[src/rtl/arcade_defs.svh]
// Widths and APB offsets shared by RTL and testbench; ROM_AW also sets the store depth
`ifndef ARCADE_DEFS_SVH
`define ARCADE_DEFS_SVH

// ==============================
// ROM store geometry
// ==============================
`define ROM_AW 15                   // Byte address width
`define ROM_DEPTH (1 << `ROM_AW)    // 32 KiB image

// ==============================
// APB option register block
// ==============================
`define APB_AW 12                   // Decoded address bits
`define APB_DW 32                   // Data bus width

`define CFG_OPT_ADDR  12'h000       // Option register, read/write
`define CFG_CMD_ADDR  12'h004       // Command, bit 0 requests a core reset
`define CFG_STAT_ADDR 12'h008       // Status, read only

`endif

[src/rtl/arcade_pkg.sv]
// Shared types for the host shell; struct fields are listed MSB first
`include "arcade_defs.svh"

package arcade_pkg;

	// Download beat from the platform loader
	typedef struct packed {
		logic               wr;     // Byte strobe
		logic [`ROM_AW-1:0] addr;
		logic [7:0]         data;
	} dl_beat_t;

	// One access to the ROM store
	typedef struct packed {
		logic               valid;
		logic               write;
		logic [`ROM_AW-1:0] addr;
		logic [7:0]         wdata;
	} mem_req_t;

	typedef enum logic [1:0] {
		ARB_IDLE  = 2'd0,
		ARB_WRITE = 2'd1,   // Fetch held behind the download
		ARB_READ  = 2'd2
	} arb_state_e;

	// PS/2 set 2 make codes of the game keys
	typedef enum logic [7:0] {
		KEY_F1    = 8'h05,
		KEY_F2    = 8'h06,
		KEY_ALT   = 8'h11,
		KEY_CTRL  = 8'h14,
		KEY_SPACE = 8'h29,
		KEY_LEFT  = 8'h6B,
		KEY_DOWN  = 8'h72,
		KEY_RIGHT = 8'h74,
		KEY_UP    = 8'h75,
		KEY_ESC   = 8'h76
	} key_code_e;

	typedef struct packed {
		logic up, down, left, right;
		logic coin, start1, start2;
		logic ctrl, alt, space;
	} key_state_t;

	// Bit 0 is right, as on the platform joystick word
	typedef struct packed {
		logic bomb, fire, up, down, left, right;
	} joy_t;

	typedef struct packed {
		logic       spare;
		logic       test;
		logic       demo;
		logic       alt_game;
		logic       freeze;
		logic       units;
		logic [1:0] scanlines;
		logic       rotate;     // Bit 0
	} core_opt_t;

	typedef struct packed {
		logic up, down, left, right;
		logic fire, bomb;
		logic start1, start2, coin;
	} player_ctrl_t;

endpackage

[src/rtl/key_decoder.sv]
// Expects PS/2 set 2 make codes; extended prefixes must already be stripped upstream
`timescale 1ns/1ps

module key_decoder (
	input  logic                   clk_sys,
	input  logic                   rst_n,
	input  logic                   key_strobe,
	input  logic                   key_pressed,
	input  arcade_pkg::key_code_e  key_code,
	output arcade_pkg::key_state_t keys
);

	import arcade_pkg::*;

	always_ff @(posedge clk_sys) begin
		if (!rst_n) begin
			keys <= '0;
		end else if (key_strobe) begin
			case (key_code)
				KEY_UP:    keys.up     <= key_pressed;
				KEY_DOWN:  keys.down   <= key_pressed;
				KEY_LEFT:  keys.left   <= key_pressed;
				KEY_RIGHT: keys.right  <= key_pressed;
				KEY_ESC:   keys.coin   <= key_pressed;     // Coin slot
				KEY_F1:    keys.start1 <= key_pressed;
				KEY_F2:    keys.start2 <= key_pressed;
				KEY_CTRL:  keys.ctrl   <= key_pressed;
				KEY_ALT:   keys.alt    <= key_pressed;
				KEY_SPACE: keys.space  <= key_pressed;
				default: ;      // Not a game key
			endcase
		end
	end

endmodule

[config.mk]
export PLATFORM = sky130hd
export DESIGN_NAME = key_decoder
export DESIGN_NICKNAME = d
export VERILOG_FILES = /design/src/rtl/arcade_pkg.sv /design/src/rtl/key_decoder.sv
export VERILOG_INCLUDE_DIRS = /design/src /design/src/rtl
export SDC_FILE = /design/constraint.sdc
export NUM_CORES = 1
export LEC_CHECK = 0
export BUFFER_PORTS_ARGS = -buffer_cell sky130_fd_sc_hd__buf_2
export CAP_MARGIN = 40
export CORE_AREA = 5 5 42 44
export DETAILED_ROUTE_END_ITERATION = 10
export DIE_AREA = 0 0 47 49
export PLACE_DENSITY = 0.67
export SETUP_SLACK_MARGIN = 0.05
export SYNTH_ARGS = -nofsm -noshare
export SYNTH_HDL_FRONTEND = slang
export SYNTH_SLANG_ARGS = --single-unit
[constraint.sdc]
create_clock -name clk_sys -period 1.4 [get_ports clk_sys]
set_clock_uncertainty 0.05 [all_clocks]
set_input_delay 0.14 -clock clk_sys [delete_from_list [all_inputs] [get_ports clk_sys]]
set_output_delay 0.14 -clock clk_sys [all_outputs]
set_load 0.05 [all_outputs]
==> impl_metrics.toml, run 1 <==
[clock_tree]
cts_made_buffers = 3
post_cts_buffers = 0
tritoncts = "yes"
cts.root.buffer_cell = "sky130_fd_sc_hd__clkbuf_4"
worst_setup_hold_path_clk_slew_ps = 60
clock_sink_count = 10
post_cts_hold_buffer_count = 0
post_cts_resized = 0
max-clock-path-buffers = 2
ctsHtreeMaxLevel = 1
clk-insertion-delay-late_ps = 250

[grt]
grt_most_used_layer = "met2"
number_of_antenna_violations_at_the_first_check_in_global_routing = 0
grt.met3_usage_pct = 4.43
number_of_global_route_vias_before_repair = 439
globalRouteOverflowTotal = 0
grt_start_max_net_pins = 12
grt_first_pass_wirelength_mm = 1.88
grt.total_usage_pct = 11.1
use_met1_pct = 14.5
grt_util_met2_pct = 16.1

[critical_path]
critPathKind = "input pin to register"
crit_start = "key_code[5]"
endpoint_kind = "register"
worst_ep_arrival_time_ps = 1230
critical_path.startpoint_type = "input pin"
timing.critical_path.fanout_max = 4
critical_path_required_ps = 1530
critical_path.reg2reg.startpoint = "keys[9]"

[routing]
drt-vias-per-instance = 5.27
drt_iter0_drc = 6
detail_route.drc_violations = 0
drt.antenna.violating_nets = 0
first_pass_iters = 4
vias = 480
avgRoutedWirePerCell_microns = 12.9
drt-total-wl_mm = 1.17

[power_and_ir_drop]
ir_worst_vdd_mv = 0.509
power.density_nw_per_um2 = 800
power.total_w = 0.000532
power.leakage_nw = 0.258

[sta]
slew_violations = 0
grt_setup_unrepaired = "no"
timing.final.setup_violations = 0
worst_slew_margin_rel_pct = 78.7
layout_min_cycle_time_ps = 1100
timing_limited_maximum_frequency_mhz = 911
worstMarginPinSlew_ps = 316
setup-tns-final_ps = 0
finalHoldWorstSlack_ps = 168
final_hold_vio_count = 0
final_min_period_over_clock_period_pct = 78.4

[layout]
mostFrequentLayoutCells = "21 x sky130_fd_sc_hd__buf_2, 10 x sky130_fd_sc_hd__nand2_1, 10 x sky130_fd_sc_hd__dfxtp_1"
layout.cells.most_common = "sky130_fd_sc_hd__buf_2"
drive_gt1_share_pct = 41.3
antenna_cells_inserted = 0
largest_register_ffs = 10
finish.cell_count_without_fillers = 91
layout-area-overhead-vs-synth_pct = 31.4
largest_registers = "keys x10"
register_with_the_highest_flop_count = "keys"
design.final.nets = 89

[synthesis]
ys_warn_count = 0
ys_seq_elements = 10
net_count_of_the_mapped_netlist = 62
post_synth_num_cell_types = 14
syn_inst = 50
synth_top_area_cell = "sky130_fd_sc_hd__dfxtp_1"
post_synth_main_area_contributors = "sky130_fd_sc_hd__dfxtp_1 40%, sky130_fd_sc_hd__mux2i_1 16%, sky130_fd_sc_hd__nand2_1 7.4%"
synth_largest_type_area_fraction_pct = 39.6
synthesis.area_per_instance_sq_um = 10.1
cell_area_synth_sq_um = 505
fraction_of_the_yosys_area_taken_by_sequential_cells_pct = 39.6

[floorplan]
num_rows = 14
design.die.area_sq_um = 2300
floorplan.initialDensity_pct = 36.1
design.core.area_sq_um = 1400
die_height_microns = 49
die_w_microns = 47
io_pins = 22

[flow_run]
max-cap-violations = 0

[placement]
routabilityCongestion = 0.686
total_half_perimeter_wirelength_after_legalization_and_detailed_placement_microns = 925
numPortBuffers = 21
post-place-cells = 88

[worst_hold_path]
min_path_type = "input pin to register"
min-delay-start = "key_code[4]"

[run_status]
status = "complete, no violations"
## per-stage QoR
step	util, %	setup slack, ps	area [sq um]
2_1_floorplan	-	250	505
3_3_place_gp	45.8	32.0	642
3_5_place_dp	45.8	29.6	642
4_1_cts	47.4	292	664
5_1_grt	47.4	215	664
6_report	47.4	303	664
## routing by layer
layer / up-vias / part of all wire, %
met2: 11 / 45
li1: 251 / -
met3: 0 / 7.1
met5: - / 0
met4: 0 / 0
met1: 218 / 48
## cell families (layout without fill, tap and decap cells)
family | count (synthesis) | after routing | synth area share, %
AND/OR/NAND/NOR | 27 | 27 | 36.9
flip-flops | 10 | 10 | 39.6
multiplexers | 8 | 8 | 15.8
AO/OA/AOI/OAI | 4 | 4 | 6.93
buffers and inverters | 1 | 26 | 0.742
## area by class of cell
| class | instances | area (sq um) |
|---|---|---|
| Fill cell | 148 | 737 |
| Multi-Input combinational cell | 39 | 302 |
| Clock buffer | 3 | 22.5 |
| Tap cell | 16 | 20.0 |
| Sequential cell | 10 | 200 |
| Timing Repair Buffer | 23 | 120 |
## cells in the mapped netlist (all sizes together)
master and count:
clkbuf 1, dfxtp 10, mux2i 8, nand2 10, nand2b 3, nand3b 1, nand4b 2, nor3b 2
nor4 7, o311ai 2, o41ai 2, or4b 2
## worst paths after layout
path | depth (start not counted) | slack, ps | to
worst max-delay path | 4 | 300 | keys[2]
worst min-delay path | 3 | 170 | keys[0]
worst max register to register | 2 | 700 | keys[9]
worst min register to register | 2 | 400 | keys[2]
## power by group
part | internal [W] | switching, W | total, W | leakage [nW]
clock network | 0.0000986 | 0.0000852 | 0.000184 | 0.0138
logic | 0.0000248 | 0.0000380 | 0.0000628 | 0.164
registers | 0.000285 | 0.000000157 | 0.000285 | 0.0805
total | 0.000408 | 0.000123 | 0.000532 | 0.258
## worst max-delay path: stages
cell                      delay [ps]
sky130_fd_sc_hd__buf_2           120
sky130_fd_sc_hd__or4b_4          550
sky130_fd_sc_hd__nor4_2          210
sky130_fd_sc_hd__mux2i_1         210
Power figures use the tool's default switching activity.
==> inputs of run 2 (changes only) <==
--- a/config.mk
+++ b/config.mk
@@ -6,12 +6,13 @@
 export SDC_FILE = /design/constraint.sdc
 export NUM_CORES = 1
 export LEC_CHECK = 0
+export ABC_AREA = 1
 export BUFFER_PORTS_ARGS = -buffer_cell sky130_fd_sc_hd__buf_2
 export CAP_MARGIN = 40
 export CORE_AREA = 5 5 42 44
 export DETAILED_ROUTE_END_ITERATION = 10
 export DIE_AREA = 0 0 47 49
-export PLACE_DENSITY = 0.67
+export PLACE_DENSITY = 0.71
 export SETUP_SLACK_MARGIN = 0.05
 export SYNTH_ARGS = -nofsm -noshare
 export SYNTH_HDL_FRONTEND = slang
==> constraint.sdc (replaced) <==
create_clock -name clk_sys -period 1.1 [get_ports clk_sys]
set_clock_uncertainty 0.05 [all_clocks]
set_input_delay 0.11 -clock clk_sys [delete_from_list [all_inputs] [get_ports clk_sys]]
set_output_delay 0.11 -clock clk_sys [all_outputs]
set_load 0.05 [all_outputs]
==> impl_metrics.toml, run 2 <==
[layout]
layout-area-overhead-vs-synth_pct = 32.1
design.final.nets = 127
design_area_sq_um = 726
layout.cells.most_common = "sky130_fd_sc_hd__nand2_1"
largest_registers = "keys x10"
drive_gt1_share_pct = 26.3
mostFrequentLayoutCells = "24 x sky130_fd_sc_hd__nand2_1, 19 x sky130_fd_sc_hd__nor2_1, 16 x sky130_fd_sc_hd__buf_2"
register_with_the_highest_flop_count = "keys"
finish.cell_count_without_fillers = 130
largest_register_ffs = 10
antenna_cells_inserted = 0

[sta]
slew_violations = 0
final_hold_vio_count = 0
grt_setup_unrepaired = "no"
worstMarginPinSlew_ps = 281
timing_limited_maximum_frequency_mhz = 990
timing.final.setup_violations = 0
postLayoutSetupSlackWorst_ps = 89.6
worst_slew_margin_rel_pct = 81.2
setup-tns-final_ps = 0
layout_min_cycle_time_ps = 1010
final_min_period_over_clock_period_pct = 91.9

[placement]
post-place-cells = 126
numPortBuffers = 21
placement.setup.worst_slack_ps = 72.0
total_half_perimeter_wirelength_after_legalization_and_detailed_placement_microns = 998
routabilityCongestion = 0.712
detailed_place.area_sq_um = 677

[synthesis]
synth_largest_type_area_fraction_pct = 36.4
synth.most_common_cell = "sky130_fd_sc_hd__nand2_1"
syn_inst = 89
cell_area_synth_sq_um = 549
synth_async_sr_flop_share_pct = 0
dominantRegCellSynth = "sky130_fd_sc_hd__dfxtp_1"
post_synth_num_cell_types = 13
fraction_of_the_yosys_area_taken_by_sequential_cells_pct = 36.4
net_count_of_the_mapped_netlist = 101
synthesis.area_per_instance_sq_um = 6.17
synthTopCellsByCount = "24 x sky130_fd_sc_hd__nand2_1, 19 x sky130_fd_sc_hd__nor2_1, 11 x sky130_fd_sc_hd__nand3_1, 10 x sky130_fd_sc_hd__dfxtp_1, 10 x sky130_fd_sc_hd__inv_1"
synth_top_area_cell = "sky130_fd_sc_hd__dfxtp_1"
post_synth_main_area_contributors = "sky130_fd_sc_hd__dfxtp_1 36%, sky130_fd_sc_hd__nand2_1 16%, sky130_fd_sc_hd__nor2_1 13%"
ys_warn_count = 0
synth_edf_count = 0
ys_seq_elements = 10

[grt]
grt_util_met2_pct = 15.6
grt.met3_usage_pct = 2.21
number_of_antenna_violations_at_the_first_check_in_global_routing = 0
globalRouteOverflowTotal = 0
grt.total_usage_pct = 11.7
grt_start_max_net_pins = 11
grt_first_pass_wirelength_mm = 2.03
number_of_global_route_vias_before_repair = 489
grt_most_used_layer = "met1"
use_met1_pct = 16.9

[clock_tree]
cts_made_buffers = 3
ctsHtreeMaxLevel = 1
tritoncts = "yes"
post_cts_hold_buffer_count = 0
post_cts_buffers = 0
cts.root.buffer_cell = "sky130_fd_sc_hd__clkbuf_4"
clock_sink_count = 10
worst_setup_hold_path_clk_slew_ps = 60
clk-insertion-delay-late_ps = 260
max-clock-path-buffers = 2

[routing]
drt_iter0_drc = 22
drt.antenna.violating_nets = 0
drt-total-wl_mm = 1.24
vias = 594
avgRoutedWirePerCell_microns = 9.55
first_pass_iters = 4
drt-vias-per-instance = 4.57
detail_route.drc_violations = 0

[critical_path]
critical_path.reg2reg.startpoint = "keys[3]"
r2r_setup_slack_ps = 450
critical-path-top-delay-family = "flip-flops"
cp_slowest_cell = "sky130_fd_sc_hd__dfxtp_1"
worstPathCellList = "buf_2"
crit_buf_inv = 1
crit_start = "keys[3]"
critical_path.startpoint_type = "register"
critical_path_required_ps = 940
timing.critical_path.fanout_max = 2
endpoint_kind = "output port"
highest_cell_delay_on_the_worst_timing_path_ps = 330
worst_ep_arrival_time_ps = 850
critPathKind = "register to output port"

[power_and_ir_drop]
power.total_w = 0.000779
ir_worst_vdd_mv = 0.641
power.density_nw_per_um2 = 1070
power.leakage_nw = 0.357

[floorplan]
num_rows = 14
floorplan.initialDensity_pct = 39.2
design.die.area_sq_um = 2300
die_w_microns = 47
io_pins = 22
design.core.area_sq_um = 1400
die_height_microns = 49

[flow_run]
max-cap-violations = 0

[worst_hold_path]
min_path_type = "input pin to register"
min-delay-start = "key_pressed"

[run_status]
status = "complete, no violations"
run 2: timing repair:
action	CTS	global route
setup endpoints to repair	0	5
gates resized for setup	0	5
endpoints found under the hold margin	0	0
run 2: power breakdown:
group	internal (W)	switching (W)	total, W	leakage (nW)
combinational	0.0000323	0.0000592	0.0000915	0.255
clock	0.000201	0.000123	0.000324	0.0210
sequential	0.000363	0.000000340	0.000363	0.0805
run 2: path summary, 6_finish.rpt:
path,end,cells after the start
worst min register to register,keys[2],2
worst max-delay path,keys[3],1
worst min-delay path,keys[3],3
worst max register to register,keys[3],4
run 2: worst register-to-register path, stage by stage (launching register included):
cell,delay (ps)
sky130_fd_sc_hd__dfxtp_1,330
sky130_fd_sc_hd__inv_1,40
sky130_fd_sc_hd__nand2_1,50
sky130_fd_sc_hd__nand2_1,40
sky130_fd_sc_hd__nor2_1,80
run 2: area by class of cell:
cell class | instances | area, sq um
fillers | 145 | 676
well taps | 16 | 20.0
repair buffers | 22 | 125
multi-input cells | 68 | 307
flip-flops and latches | 10 | 200
inverters | 10 | 37.5
clock buffers | 4 | 36.3
run 2: cells by family after synthesis:
logic type / Yosys count / synth area share, %
buffers and inverters: 11 / 7.74
AOI/OAI and AO/OA: 8 / 8.20
and+or+nand+nor: 60 / 47.6
DFF: 10 / 36.4
run 2: per-layer routing:
layer	share of wire, %	vias to the layer above
li1	-	332
met3	7.7	2
met1	46	243
met2	45	17
met4	0.89	0
met5	0	-
run 2: per-stage QoR:
stage / hold WS [ps] / utilization [%]
after floorplan: 195 / -
after global placement: 347 / 48.3
after detailed placement: 341 / 48.3
after CTS: 75.7 / 50.9
after global routing: 107 / 51.8
final: 90.2 / 51.8
==> inputs of run 3 (changes only) <==
--- a/config.mk
+++ b/config.mk
@@ -12,6 +12,7 @@
 export CORE_AREA = 5 5 42 44
 export DETAILED_ROUTE_END_ITERATION = 10
 export DIE_AREA = 0 0 47 49
+export GPL_TIMING_DRIVEN = 0
 export PLACE_DENSITY = 0.71
 export SETUP_SLACK_MARGIN = 0.05
 export SYNTH_ARGS = -nofsm -noshare
==> impl_metrics.toml, run 3 (synthesis results as in run 2) <==
[run_status]
status = "complete, no violations"

[clock_tree]
cts.root.buffer_cell = "sky130_fd_sc_hd__clkbuf_4"
post_cts_buffers = 0
clk-insertion-delay-late_ps = 260
max-clock-path-buffers = 2
cts_made_buffers = 3
worst_setup_hold_path_clk_slew_ps = 60
tritoncts = "yes"
ctsHtreeMaxLevel = 1
clock_sink_count = 10
post_cts_hold_buffer_count = 0

[routing]
avgRoutedWirePerCell_microns = 9.58
drt.antenna.violating_nets = 0
vias = 621
detail_route.drc_violations = 0
drt-vias-per-instance = 4.85
first_pass_iters = 4
drt-total-wl_mm = 1.23
drt_iter0_drc = 5

[layout]
antenna_cells_inserted = 0
drive_gt1_share_pct = 25.0
design.final.nets = 126
mostFrequentLayoutCells = "24 x sky130_fd_sc_hd__nand2_1, 19 x sky130_fd_sc_hd__nor2_1, 19 x sky130_fd_sc_hd__buf_2"
largest_registers = "keys x10"
filler_cell_count = 158
layout.cells.most_common = "sky130_fd_sc_hd__nand2_1"
finish.cell_count_without_fillers = 128
largest_register_ffs = 10
register_with_the_highest_flop_count = "keys"
layout-area-overhead-vs-synth_pct = 26.9

[power_and_ir_drop]
cell_internal_pwr_w = 0.000520
ir_worst_vdd_mv = 0.598
power.density_nw_per_um2 = 992
power.leakage_nw = 0.347
power.combinational.fraction_pct = 13.0
sequential_share_of_power_pct = 52.5
swShare_pct = 24.9
clkPwrFrac_pct = 34.5
power_switching_w = 0.000172

[critical_path]
critical-path-top-delay-family = "flip-flops"
worst_ep_arrival_time_ps = 850
crit_buf_inv = 1
timing.critical_path.fanout_max = 2
critical_path.reg2reg.startpoint = "keys[3]"
crit_start = "keys[9]"
critPathKind = "register to output port"
critical_path_required_ps = 940
critical_path.startpoint_type = "register"
cp_slowest_cell = "sky130_fd_sc_hd__dfxtp_1"
endpoint_kind = "output port"
highest_cell_delay_on_the_worst_timing_path_ps = 330
worstPathCellList = "buf_2"

[sta]
final_min_period_over_clock_period_pct = 92.0
worst_slew_margin_rel_pct = 74.1
worstMarginPinSlew_ps = 385
setup-tns-final_ps = 0
layout_min_cycle_time_ps = 1010
timing.final.setup_violations = 0
slew_violations = 0
timing_limited_maximum_frequency_mhz = 988
grt_setup_unrepaired = "no"
final_hold_vio_count = 0

[grt]
number_of_antenna_violations_at_the_first_check_in_global_routing = 0
grt_start_max_net_pins = 11
grt_first_pass_wirelength_mm = 2.04
number_of_global_route_vias_before_repair = 549
globalRouteOverflowTotal = 0
grt.total_usage_pct = 11.8

[worst_hold_path]
min_path_type = "input pin to register"
min-delay-start = "key_pressed"

[floorplan]
die_height_microns = 49
num_rows = 14
die_w_microns = 47
design.core.area_sq_um = 1400
io_pins = 22
design.die.area_sq_um = 2300
floorplan.initialDensity_pct = 39.2

[flow_run]
max-cap-violations = 0

[placement]
total_half_perimeter_wirelength_after_legalization_and_detailed_placement_mm = 1.00
routabilityCongestion = 0.748
numPortBuffers = 20
post-place-cells = 125
-- run 3: per-layer routing --
metal  share of wire (%)  GRT usage [%]
met1                  46           15.1
met2                  43           17.6
met3                 8.4           2.21
met4                 2.2           6.91
met5                   0              0
-- run 3: stage by stage --
stage / hold WS, ps / setup slack [ps] / util, % / instance area, sq um / power, W
3_3_place_gp: 349 / 78.6 / 47.8 / 669 / 0.000459
6_report: 78.8 / 87.7 / 49.7 / 697 / 0.000692
2_1_floorplan: 195 / 131 / - / 549 / 0.000423
5_1_grt: 118 / 53.8 / 49.7 / 697 / 0.000731
3_5_place_dp: 343 / 68.6 / 47.8 / 669 / 0.000461
4_1_cts: 81.4 / 83.9 / 49.4 / 692 / 0.000699
-- run 3: worst paths after layout --
kind         slack (ps)       to  cells after the start
min                  80  keys[3]                      3
min reg2reg         400  keys[2]                      2
max                  90  keys[9]                      1
max reg2reg         450  keys[3]                      4
-- run 3: final cells by class --
cell class / instances / area (sq um) / area share (%)
Sequential cell: 10 / 200 / 28.7
Clock buffer: 3 / 22.5 / 3.23
Timing Repair Buffer: 20 / 105 / 15.1
Multi-Input combinational cell: 68 / 307 / 44.0
Inverter: 10 / 37.5 / 5.39
Tap cell: 16 / 20.0 / 2.87
Buffer: 1 / 5.00 / 0.718
-- run 3: repair_timing --
item                                   in CTS  in global routing
gates resized for setup                     0                  2
endpoints found under the hold margin       0                  0
setup endpoints to repair                   0                  2
-- run 3: power groups by stage --
| stage | registers, W | logic (W) | clock network [W] |
|---|---|---|---|
| floorplan | 0.000374 | 0.0000491 | 0 |
| CTS | 0.000363 | 0.0000900 | 0.000246 |
| detailed placement | 0.000371 | 0.0000895 | 0 |
| finish | 0.000363 | 0.0000897 | 0.000239 |
| global route | 0.000363 | 0.000103 | 0.000265 |
| global placement | 0.000371 | 0.0000882 | 0 |
