===== src/rtl/arcade_defs.svh =====
// Widths and APB offsets shared by RTL and testbench; ROM_AW also sets the store depth
`ifndef ARCADE_DEFS_SVH
`define ARCADE_DEFS_SVH

// ==============================
// ROM store geometry
// ==============================
`define ROM_AW 15                   // Byte address width
`define ROM_DEPTH (1 << `ROM_AW)    // 32 KiB image

// ==============================
// APB option register block
// ==============================
`define APB_AW 12                   // Decoded address bits
`define APB_DW 32                   // Data bus width

`define CFG_OPT_ADDR  12'h000       // Option register, read/write
`define CFG_CMD_ADDR  12'h004       // Command, bit 0 requests a core reset
`define CFG_STAT_ADDR 12'h008       // Status, read only

`endif


===== src/rtl/arcade_pkg.sv =====
// Shared types for the host shell; struct fields are listed MSB first
`include "arcade_defs.svh"

package arcade_pkg;

	// Download beat from the platform loader
	typedef struct packed {
		logic               wr;     // Byte strobe
		logic [`ROM_AW-1:0] addr;
		logic [7:0]         data;
	} dl_beat_t;

	// One access to the ROM store
	typedef struct packed {
		logic               valid;
		logic               write;
		logic [`ROM_AW-1:0] addr;
		logic [7:0]         wdata;
	} mem_req_t;

	typedef enum logic [1:0] {
		ARB_IDLE  = 2'd0,
		ARB_WRITE = 2'd1,   // Fetch held behind the download
		ARB_READ  = 2'd2
	} arb_state_e;

	// PS/2 set 2 make codes of the game keys
	typedef enum logic [7:0] {
		KEY_F1    = 8'h05,
		KEY_F2    = 8'h06,
		KEY_ALT   = 8'h11,
		KEY_CTRL  = 8'h14,
		KEY_SPACE = 8'h29,
		KEY_LEFT  = 8'h6B,
		KEY_DOWN  = 8'h72,
		KEY_RIGHT = 8'h74,
		KEY_UP    = 8'h75,
		KEY_ESC   = 8'h76
	} key_code_e;

	typedef struct packed {
		logic up, down, left, right;
		logic coin, start1, start2;
		logic ctrl, alt, space;
	} key_state_t;

	// Bit 0 is right, as on the platform joystick word
	typedef struct packed {
		logic bomb, fire, up, down, left, right;
	} joy_t;

	typedef struct packed {
		logic       spare;
		logic       test;
		logic       demo;
		logic       alt_game;
		logic       freeze;
		logic       units;
		logic [1:0] scanlines;
		logic       rotate;     // Bit 0
	} core_opt_t;

	typedef struct packed {
		logic up, down, left, right;
		logic fire, bomb;
		logic start1, start2, coin;
	} player_ctrl_t;

endpackage


===== src/rtl/core_config.sv =====
// APB slave with no wait states; only the low 12 address bits are decoded
`timescale 1ns/1ps
`include "arcade_defs.svh"

module core_config (
	input  logic                  clk_sys,
	input  logic                  rst_n,
	input  logic                  psel,
	input  logic                  penable,
	input  logic                  pwrite,
	input  logic [`APB_AW-1:0]    paddr,
	input  logic [`APB_DW-1:0]    pwdata,
	output logic [`APB_DW-1:0]    prdata,
	output logic                  pready,
	output logic                  pslverr,
	input  logic                  rom_loaded,
	input  logic                  reset_button,
	output arcade_pkg::core_opt_t opts,
	output logic [7:0]            dip_switch_2,
	output logic                  core_reset
);

	logic access;
	logic addr_hit;
	logic cmd_reset;    // Reset request, lives for the access cycle only

	assign access   = psel & penable;
	assign addr_hit = (paddr == `CFG_OPT_ADDR) || (paddr == `CFG_CMD_ADDR) ||
	                  (paddr == `CFG_STAT_ADDR);
	assign cmd_reset = access & pwrite & (paddr == `CFG_CMD_ADDR) & pwdata[0];

	assign pready  = 1'b1;
	assign pslverr = access & ~addr_hit;

	// ==============================
	// Register file
	// ==============================
	always_ff @(posedge clk_sys) begin
		if (!rst_n) begin
			opts       <= '0;
			core_reset <= 1'b1;     // No ROM yet
		end else begin
			if (access && pwrite && paddr == `CFG_OPT_ADDR) begin
				opts <= pwdata[$bits(opts)-1:0];
			end
			core_reset <= cmd_reset | reset_button | ~rom_loaded;
		end
	end

	// Read data
	always_comb begin
		prdata = '0;
		case (paddr)
			`CFG_OPT_ADDR:  prdata[$bits(opts)-1:0] = opts;
			`CFG_STAT_ADDR: prdata[1:0] = {core_reset, rom_loaded};
			default: ;      // Command reads back as zero
		endcase
	end

	// DIP bank 2 is active low, low three bits fixed
	assign dip_switch_2 = {~opts.test, ~opts.demo, ~opts.alt_game, ~opts.freeze,
	                       ~opts.units, 3'b110};

endmodule


===== config.mk =====
export PLATFORM = sky130hd
export DESIGN_NAME = core_config
export DESIGN_NICKNAME = d
export VERILOG_FILES = /design/src/rtl/arcade_pkg.sv /design/src/rtl/core_config.sv
export VERILOG_INCLUDE_DIRS = /design/src /design/src/rtl
export SDC_FILE = /design/constraint.sdc
export NUM_CORES = 1
export LEC_CHECK = 0
export BUFFER_PORTS_ARGS = -buffer_cell sky130_fd_sc_hd__buf_2
export CAP_MARGIN = 20
export CORE_UTILIZATION = 28
export DETAILED_ROUTE_END_ITERATION = 7
export GPL_TIMING_DRIVEN = 0
export PLACE_DENSITY = 0.76
export SYNTH_ARGS = -nofsm -noshare
export SYNTH_HDL_FRONTEND = slang
export SYNTH_SLANG_ARGS = --single-unit

===== constraint.sdc =====
create_clock -name clk_sys -period 2 [get_ports clk_sys]
set_clock_uncertainty 0.15 [all_clocks]
set_input_delay 0.2 -clock clk_sys [delete_from_list [all_inputs] [get_ports clk_sys]]
set_output_delay 0.2 -clock clk_sys [all_outputs]
set_load 0.01 [all_outputs]

==> out/qor.txt, run 1 <==
status: finished with violations
number of cells on the worst hold path: 3
sequential fraction of the synthesis area: 25.4%
number of max-slew violations in the final report: 0
placed insts: 208
GRT Overall Usage: 12.7%
clock period minus worst slack: 2.05 ns
critical path data arrival time: 1.70 ns
share of post-route cells with drive strength above 1: 48.9%
sum of overflow across all layers after global routing: 0
Clk Latency, worst-skew pair: 0.25 ns
most frequently used cell type in the post-synthesis netlist: sky130_fd_sc_hd__buf_4
CTS Buffer Depth: 2
area fraction in compound gates after synthesis: 1.91%
Area growth, synth to finish: 55.8%
Mapped Avg Cell Area: 7.72 µm²
dpl hpwl: 1.60 mm
Clock transition at path regs: 0.06 ns
proportion of netlist area held by the largest area contributor: 26.7%
num rows: 18
total number of yosys warnings: 0
NumNets Final: 235
Buf+Inv Stages, Crit Path: 2
Post-Syn Instances: 102
first drt pass iteration count: 3
pin count of the biggest net entering global routing: 11
violations in the final reports: setup timing
classification of the worst-slack hold path: in -> reg
routed length per instance: 9.38 µm
post-synthesis instance area: 787 µm²
TritonCTS sink count: 10
Die H: 55.0 µm
start-to-end type of the worst setup path: in -> out
portion of netlist area occupied by mux cells: 14.0%
CTS H-tree lvls: 1
number of flops mapped to enable cells by yosys: 0
unrepaired setup endpoints after global routing: true
number of vias in the routed layout: 838
CP Cell Sequence: buf_6 -> or4_4 -> or4_4 -> o211a_1 -> buf_2
diodes inserted: 0
starting density of the core: 30.7%
DRC violations left: 0
cell taking the most area after synthesis: sky130_fd_sc_hd__buf_4
reg-to-reg startpoint: opts[6]
maximum VDD drop: 0.238 mV
Worst R2R End: opts[6]
final period utilization: 103%
area taken by multi-input logic gates: 439 µm²
synthesized-area fraction occupied by adder cells: 0%
combinational family with the most area after synthesis: buffers and inverters
area fraction in and, or, nand and nor cells after synthesis: 25.3%
post-detailed-route count of antenna-violating nets: 0
boundary pin count: 103
Critical Path Start Type: input port
detailed router's first-iteration violation count: 10
top cells by count, synth: 28 x sky130_fd_sc_hd__buf_4, 20 x sky130_fd_sc_hd__nand2_1, 11 x sky130_fd_sc_hd__mux2i_1, 10 x sky130_fd_sc_hd__dfxtp_1, 6 x sky130_fd_sc_hd__nor4_1
ranking of synthesized cells by area: sky130_fd_sc_hd__buf_4 27%, sky130_fd_sc_hd__dfxtp_1 25%, sky130_fd_sc_hd__mux2i_1 14%, sky130_fd_sc_hd__nand2_1 9.5%, sky130_fd_sc_hd__nor4_1 4.8%
antenna violations before repair: 0
Setup crit end kind: primary output
worst hold slack after final layout: 0.0302 ns
async set-reset flop share out of synthesis: 0%
horizontal die dimension: 55.0 µm
critical path's top delay family: simple AND/OR/NAND/NOR gates
FF+latch count, synth: 10
setup slack at placement: -0.212 ns
fraction of synthesized cell area in xor and xnor cells: 0%
Leak Pwr: 0.661 nW
filler cell count: 270
number of distinct library cells after synthesis: 18
clock buffer count from CTS: 3
largest fanout on the critical path: 4
post-layout power: 0.455 mW
Total Wirelength: 1.99 mm
final estimated routing congestion in global placement: 0.618
fmax: 487 MHz
power density over the cells: 371 nW/µm²
reg2reg setup slack: 1.23 ns
number of vias per cell: 3.95
endpoints failing setup: 3
worst stage delay on the critical path: 0.53 ns
Buffers on Ports: 51
Slowest cell on crit path: sky130_fd_sc_hd__or4_4
Main synth FF type: sky130_fd_sc_hd__dfxtp_1
Total Die Area: 3030 µm²
Final Worst Setup Slack: -0.0532 ns
reg2reg path depth: 2
setup_tns: -0.0930 ns
Worst EP required: 1.65 ns
origin of the worst min-delay path: pwdata[4]
buffer cell driving the clock tree root: sky130_fd_sc_hd__clkbuf_4
via count of the first global-routing pass: 678
CTS tree: built
Layout Cells excl Fill: 212
area of all sequential standard cells: 200 µm²
end of the worst hold path: opts[4]
first-pass GRT wire length: 2.73 mm
hold violation count in the final report: 0
most frequent CP cell: sky130_fd_sc_hd__or4_4
placeable core area: 2570 µm²
max_cap viols: 0
[worst min-delay path: cells and delay by family]
family / cells / cell delay, ns
buffers and inverters: 1 / 0.09
multiplexers: 1 / 0.05
AND/OR/NAND/NOR: 1 / 0.04
[layout make-up]
cell class	count	share of cell area, %
Tap cell	30	3.06
Inverter	5	1.53
Buffer	31	18.1
Multi-Input combinational cell	79	35.8
Clock buffer	3	1.84
Sequential cell	10	16.3
Timing Repair Buffer	54	23.4
[report_power, final]
group / switching, mW / internal, mW / total (mW)
combinational: 0.0570 / 0.0656 / 0.123
clock: 0.0630 / 0.0692 / 0.132
sequential: 0.000330 / 0.200 / 0.200
total: 0.120 / 0.335 / 0.455
[placed cells by master (no fill, tap or decap)]
cell                            instances
sky130_fd_sc_hd__buf_2                 50
sky130_fd_sc_hd__buf_4                 30
sky130_fd_sc_hd__conb_1                27
sky130_fd_sc_hd__nand2_1               20
sky130_fd_sc_hd__mux2i_1               11
sky130_fd_sc_hd__dfxtp_1               10
sky130_fd_sc_hd__nor4_1                 6
sky130_fd_sc_hd__inv_1                  5
sky130_fd_sc_hd__or4_4                  3
sky130_fd_sc_hd__clkbuf_1               3
sky130_fd_sc_hd__and2_1                 3
sky130_fd_sc_hd__clkbuf_4               3
sky130_fd_sc_hd__nor3_2                 2
sky130_fd_sc_hd__or4_1                  1
sky130_fd_sc_hd__nor3_1                 1
sky130_fd_sc_hd__o211a_1                1
sky130_fd_sc_hd__nand3_1                1
sky130_fd_sc_hd__or3_1                  1
sky130_fd_sc_hd__nor2_1                 1
sky130_fd_sc_hd__o21ai_1                1
sky130_fd_sc_hd__dlygate4sd3_1          1
sky130_fd_sc_hd__buf_6                  1
[cells by family after synthesis]
logic type | after synthesis
mux | 11
compound gates | 2
flops | 10
simple gates | 39
other cells | 2
buf+inv | 38
[metal layers]
metal	global-route usage (%)	part of all wire, %	up-vias
met5	0	0	-
met4	6.25	0.96	0
met3	2.46	10	2
met2	22.9	46	51
met1	14.0	42	342
li1	-	-	443
[registers in the layout (all words and copies together), names as in the netlist]
| register | count |
|---|---|
| core_reset | 1 |
| opts | 9 |
[timing repair]
action / CTS / global route
endpoints found under the setup margin: 3 / 5
hold endpoints to repair: 1 / 0
hold buffers: 1 / 0
setup buffers: 1 / 1
pin swaps: 3 / 2
resized for setup: 2 / 2
[metrics by stage]
stage	area [µm²]	util (%)
6_report	1230	47.8
5_1_grt	1230	47.8
4_1_cts	1210	47.1
3_5_place_dp	1170	45.7
3_3_place_gp	1170	45.7
2_1_floorplan	881	-
[worst max path at each step]
stage	from	end	slack, ns	cells past startpoint
after floorplan	paddr[1]	prdata[0]	-0.01	4
after global placement	paddr[9]	pslverr	-0.20	6
after detailed placement	paddr[9]	pslverr	-0.21	6
after CTS	paddr[4]	pslverr	-0.08	5
after global routing	paddr[4]	pslverr	-0.1	5
final	paddr[4]	pslverr	-0.05	5
(Power assumes the default switching activity.)
==> inputs of run 2 (changes only) <==
SETUP_SLACK_MARGIN = 0.3   (was default)
==> out/qor.txt, run 2 (synthesized netlist as in run 1, its figures left out) <==
status: finished with violations
violations in the final reports: setup timing
most common cell after layout, fill and taps aside: sky130_fd_sc_hd__buf_2
hold violation count in the final report: 0
DRC violations left: 0
Total Die Area: 3030 µm²
pin count of the biggest net entering global routing: 11
classification of the worst-slack hold path: in -> reg
reg2reg setup slack: 1.24 ns
CP Cell Sequence: buf_6 -> or4_4 -> buf_6 -> or4_4 -> o211a_1 -> buf_2
maximum VDD drop: 0.211 mV
Total Wirelength: 2.16 mm
Clk Latency, worst-skew pair: 0.26 ns
M1 WL: 834 µm
routed length per instance: 10.0 µm
register with the most flip-flops: opts
first-pass GRT wire length: 2.88 mm
end of the worst hold path: opts[7]
post-detailed-route count of antenna-violating nets: 0
clock buffer count from CTS: 3
boundary pin count: 103
Buf+Inv Stages, Crit Path: 3
num rows: 18
routed wire length on met2: 1.10 mm
reg-to-reg startpoint: opts[4]
detailed router's first-iteration violation count: 7
top sig layer: met4
number of cells on the worst hold path: 3
via count of the first global-routing pass: 716
CTS tree: built
Area growth, synth to finish: 72.8%
highest-count cells in the layout ignoring fill and taps: 50 x sky130_fd_sc_hd__buf_2, 29 x sky130_fd_sc_hd__buf_4, 27 x sky130_fd_sc_hd__conb_1
largest fanout on the critical path: 4
met3 WL: 184 µm
registers with the highest flip-flop counts: opts (9), core_reset (1)
critical path's top delay family: simple AND/OR/NAND/NOR gates
number of vias in the routed layout: 853
Clock transition at path regs: 0.06 ns
NumNets Final: 239
CTS Buffer Depth: 2
dpl hpwl: 1.62 mm
antenna violations before repair: 0
number of flip-flops under the largest register name: 9
reg2reg path depth: 2
Critical Path Start Type: input port
Buffers on Ports: 51
first drt pass iteration count: 4
GRT Overall Usage: 13.9%
buffer cell driving the clock tree root: sky130_fd_sc_hd__clkbuf_4
number of vias per cell: 3.95
Worst EP required: 1.65 ns
post-layout power: 0.474 mW
endpoints failing setup: 9
clock period minus worst slack: 2.15 ns
Setup crit end kind: primary output
share of post-route cells with drive strength above 1: 53.2%
fmax: 464 MHz
start-to-end type of the worst setup path: in -> out
origin of the worst min-delay path: pwdata[7]
Worst R2R End: opts[4]
worst stage delay on the critical path: 0.52 ns
power density over the cells: 348 nW/µm²
starting density of the core: 30.7%
Die H: 55.0 µm
Leak Pwr: 0.767 nW
number of max-slew violations in the final report: 0
Slowest cell on crit path: sky130_fd_sc_hd__or4_4
final estimated routing congestion in global placement: 0.608
Final Worst Setup Slack: -0.153 ns
horizontal die dimension: 55.0 µm
diodes inserted: 0
sum of overflow across all layers after global routing: 0
worst hold slack after final layout: 0.0235 ns
placeable core area: 2570 µm²
filler cell count: 256
max_cap viols: 0
final period utilization: 108%
TritonCTS sink count: 10
critical path data arrival time: 1.80 ns
unrepaired setup endpoints after global routing: true
CTS H-tree lvls: 1
## run 2: where the power goes
part	total, mW	switching [mW]	internal, mW	leakage, nW
sequential	0.200	0.000290	0.200	0.0807
combinational	0.135	0.0634	0.0716	0.672
clock	0.138	0.0688	0.0696	0.0138
total	0.474	0.133	0.341	0.767
## run 2: area by class of cell
| type | instances | area [µm²] | share of cell area (%) |
|---|---|---|---|
| Buffer | 33 | 249 | 18.3 |
| Tap cell | 30 | 37.5 | 2.76 |
| Timing Repair Buffer | 56 | 322 | 23.6 |
| Sequential cell | 10 | 200 | 14.7 |
| Clock buffer | 3 | 22.5 | 1.66 |
| Multi-Input combinational cell | 79 | 510 | 37.5 |
| Inverter | 5 | 18.8 | 1.38 |
## run 2: stage by stage
stage,std cells,cell area [µm²],setup TNS [ns],setup WS [ns],utilization [%]
after global routing,216,1360,-1.47,-0.193,53.0
after detailed placement,208,1180,-0.487,-0.194,46.2
final,216,1360,-0.697,-0.153,53.0
after CTS,215,1270,-0.743,-0.159,49.4
after global placement,208,1180,-0.487,-0.192,46.2
after floorplan,127,892,0,0.0405,-
## run 2: what timing repair did
item / 4_1_cts / 5_1_grt
cloned: 0 / 0
endpoints found under the hold margin: 1 / 0
pin swaps: 5 / 6
resized for setup: 6 / 16
setup endpoints to repair: 19 / 19
buffers inserted: 3 / 1
hold buffers: 1 / 0
## run 2: worst min-delay path, cell delays in order
cell and delay [ns]:
sky130_fd_sc_hd__buf_2 0.09, sky130_fd_sc_hd__nand2_1 0.04, sky130_fd_sc_hd__mux2i_1 0.05
## run 2: worst max path at each step
stage / to / startpoint / slack (ns) / depth (start not counted)
6_report: pslverr / paddr[1] / -0.15 / 6
5_1_grt: pslverr / paddr[1] / -0.19 / 6
4_1_cts: pslverr / paddr[1] / -0.16 / 6
3_5_place_dp: pslverr / paddr[1] / -0.19 / 6
3_3_place_gp: pslverr / paddr[1] / -0.19 / 6
2_1_floorplan: pslverr / paddr[1] / 0.04 / 4
## run 2: routing by layer
metal  track usage (%)  vias to the layer above
met3              1.64                        4
met1              14.2                      353
met2              26.5                       48
met5                 0                        -
li1                  -                      448
met4              8.75                        0
==> inputs of run 3 (changes only) <==
CELL_PAD_IN_SITES_DETAIL_PLACEMENT = 1   (was default)
CELL_PAD_IN_SITES_GLOBAL_PLACEMENT = 2   (was default)
CORE_UTILIZATION = 12   (was 28)
PLACE_DENSITY = default   (was 0.76)
PLACE_DENSITY_LB_ADDON = 0.1   (was default)
==> out/qor.txt, run 3 (synthesized netlist as in run 1, its figures left out) <==
part of the power in the clock network: 43.1%
Area growth, synth to finish: 81.6%
highest-count cells in the layout ignoring fill and taps: 50 x sky130_fd_sc_hd__buf_2, 30 x sky130_fd_sc_hd__buf_4, 27 x sky130_fd_sc_hd__conb_1
met3 track demand over resource in global routing: 2.39%
Total Wirelength: 2.83 mm
Sw Share: 24.9%
pin count of the biggest net entering global routing: 11
buffer cell driving the clock tree root: sky130_fd_sc_hd__clkbuf_8
fmax: 458 MHz
CTS Buffer Depth: 2
hold violation count in the final report: 0
post-layout power: 0.591 mW
net switching power: 0.147 mW
violations in the final reports: setup timing
placeable core area: 6350 µm²
clock period minus worst slack: 2.18 ns
share of post-route cells with drive strength above 1: 53.8%
max_cap viols: 0
unrepaired setup endpoints after global routing: true
filler cell count: 783
num rows: 29
antenna violations before repair: 0
reg2reg setup slack: 1.22 ns
final period utilization: 109%
Buffers on Ports: 51
met2 track demand over resource: 14.2%
Clock transition at path regs: 0.05 ns
first-pass GRT wire length: 4.14 mm
area taken by multi-input logic gates: 508 µm²
area of all sequential standard cells: 200 µm²
total placed instance area: 1240 µm²
status: finished with violations
horizontal die dimension: 83.0 µm
Worst-Margin Slew: 0.511 ns
routed length per instance: 10.7 µm
Reg power frac: 34.0%
starting density of the core: 12.4%
sum of overflow across all layers after global routing: 0
most common cell after layout, fill and taps aside: sky130_fd_sc_hd__buf_2
start-to-end type of the worst setup path: in -> out
final estimated routing congestion in global placement: 0.647
NumNets Final: 238
largest fanout on the critical path: 4
register with the most flip-flops: opts
endpoints failing setup: 3
Comb pwr share: 22.9%
Max-slew headroom: 65.9%
Power Internal: 0.444 mW
Leak Pwr: 0.763 nW
clock buffer count from CTS: 3
critical path data arrival time: 1.83 ns
classification of the worst-slack hold path: in -> reg
Critical Path Start Type: input port
Layout Cell Area excl Fill: 1430 µm²
Setup crit end kind: primary output
TritonCTS sink count: 10
power density over the cells: 413 nW/µm²
CTS H-tree lvls: 1
Total Die Area: 6890 µm²
Die H: 83.0 µm
diodes inserted: 0
detailed router's first-iteration violation count: 15
DRC violations left: 0
number of vias in the routed layout: 899
dpl hpwl: 2.23 mm
boundary pin count: 103
number of flip-flops under the largest register name: 9
Worst EP required: 1.65 ns
registers with the highest flip-flop counts: opts (9), core_reset (1)
Final Worst Setup Slack: -0.184 ns
CTS tree: built
via count of the first global-routing pass: 862
GRT Overall Usage: 7.60%
most used routing layer: met2
number of cells on the worst hold path: 3
setup_tns: -0.369 ns
routing usage on met1: 8.08%
maximum VDD drop: 0.224 mV
first drt pass iteration count: 5
post-detailed-route count of antenna-violating nets: 0
reg2reg path depth: 2
number of max-slew violations in the final report: 0
Clk Latency, worst-skew pair: 0.23 ns
number of vias per cell: 3.42
[run 3: cell count changes in the layout (fill, tap and decap cells not counted), sizes merged]
cell / change
buf: +1
dlygate4sd3: -1
[run 3: power groups by stage]
stage          Sequential, mW  Clock, mW  Combinational, mW
2_1_floorplan           0.205          0             0.0826
3_3_place_gp            0.205          0              0.119
3_5_place_dp            0.205          0              0.120
4_1_cts                 0.201      0.266              0.123
5_1_grt                 0.201      0.277              0.148
6_report                0.201      0.255              0.135
[run 3: timing repair]
| item | CTS | global route |
|---|---|---|
| resized for setup | 3 | 18 |
| setup buffers | 1 | 3 |
| setup endpoints to repair | 19 | 19 |
| hold endpoints to repair | 0 | 0 |
| pin swaps | 1 | 6 |
| hold buffers | 0 | 0 |
[run 3: path summary, 6_finish.rpt]
| path | startpoint | to |
|---|---|---|
| hold / removal | reset_button | core_reset |
| setup reg to reg | opts[1] | opts[1] |
| hold reg to reg | opts[3] | opts[3] |
| setup / recovery | paddr[9] | pslverr |
[run 3: worst max-delay path, stage by stage]
cell,delay (ns)
sky130_fd_sc_hd__buf_6,0.09
sky130_fd_sc_hd__or4_4,0.52
sky130_fd_sc_hd__buf_6,0.14
sky130_fd_sc_hd__or4_4,0.52
sky130_fd_sc_hd__o211a_1,0.23
sky130_fd_sc_hd__buf_2,0.14
[run 3: final cells by class]
class                   count  share of cell area (%)
plain buffers              33                    17.2
clock buffers               4                    3.85
inverters                   5                    1.31
multi-input cells          79                    35.6
flip-flops and latches     10                    14.0
well taps                  77                    6.74
repair buffers             55                    21.4
[run 3: stage by stage]
stage	util [%]	cells	hold WS (ns)	setup WS [ns]
floorplan	-	127	0.157	0.0405
global placement	19.6	255	0.256	-0.195
detailed placement	19.6	255	0.272	-0.198
CTS	20.8	260	0.0292	-0.165
global route	22.5	263	0.0306	-0.209
finish	22.5	263	0.0242	-0.184
[run 3: per-layer routing]
layer  up-vias  share of wire, %
met4         0               1.3
met3         2               6.7
met5         -                 0
met2        41                54
met1       409                38
li1        447                 -
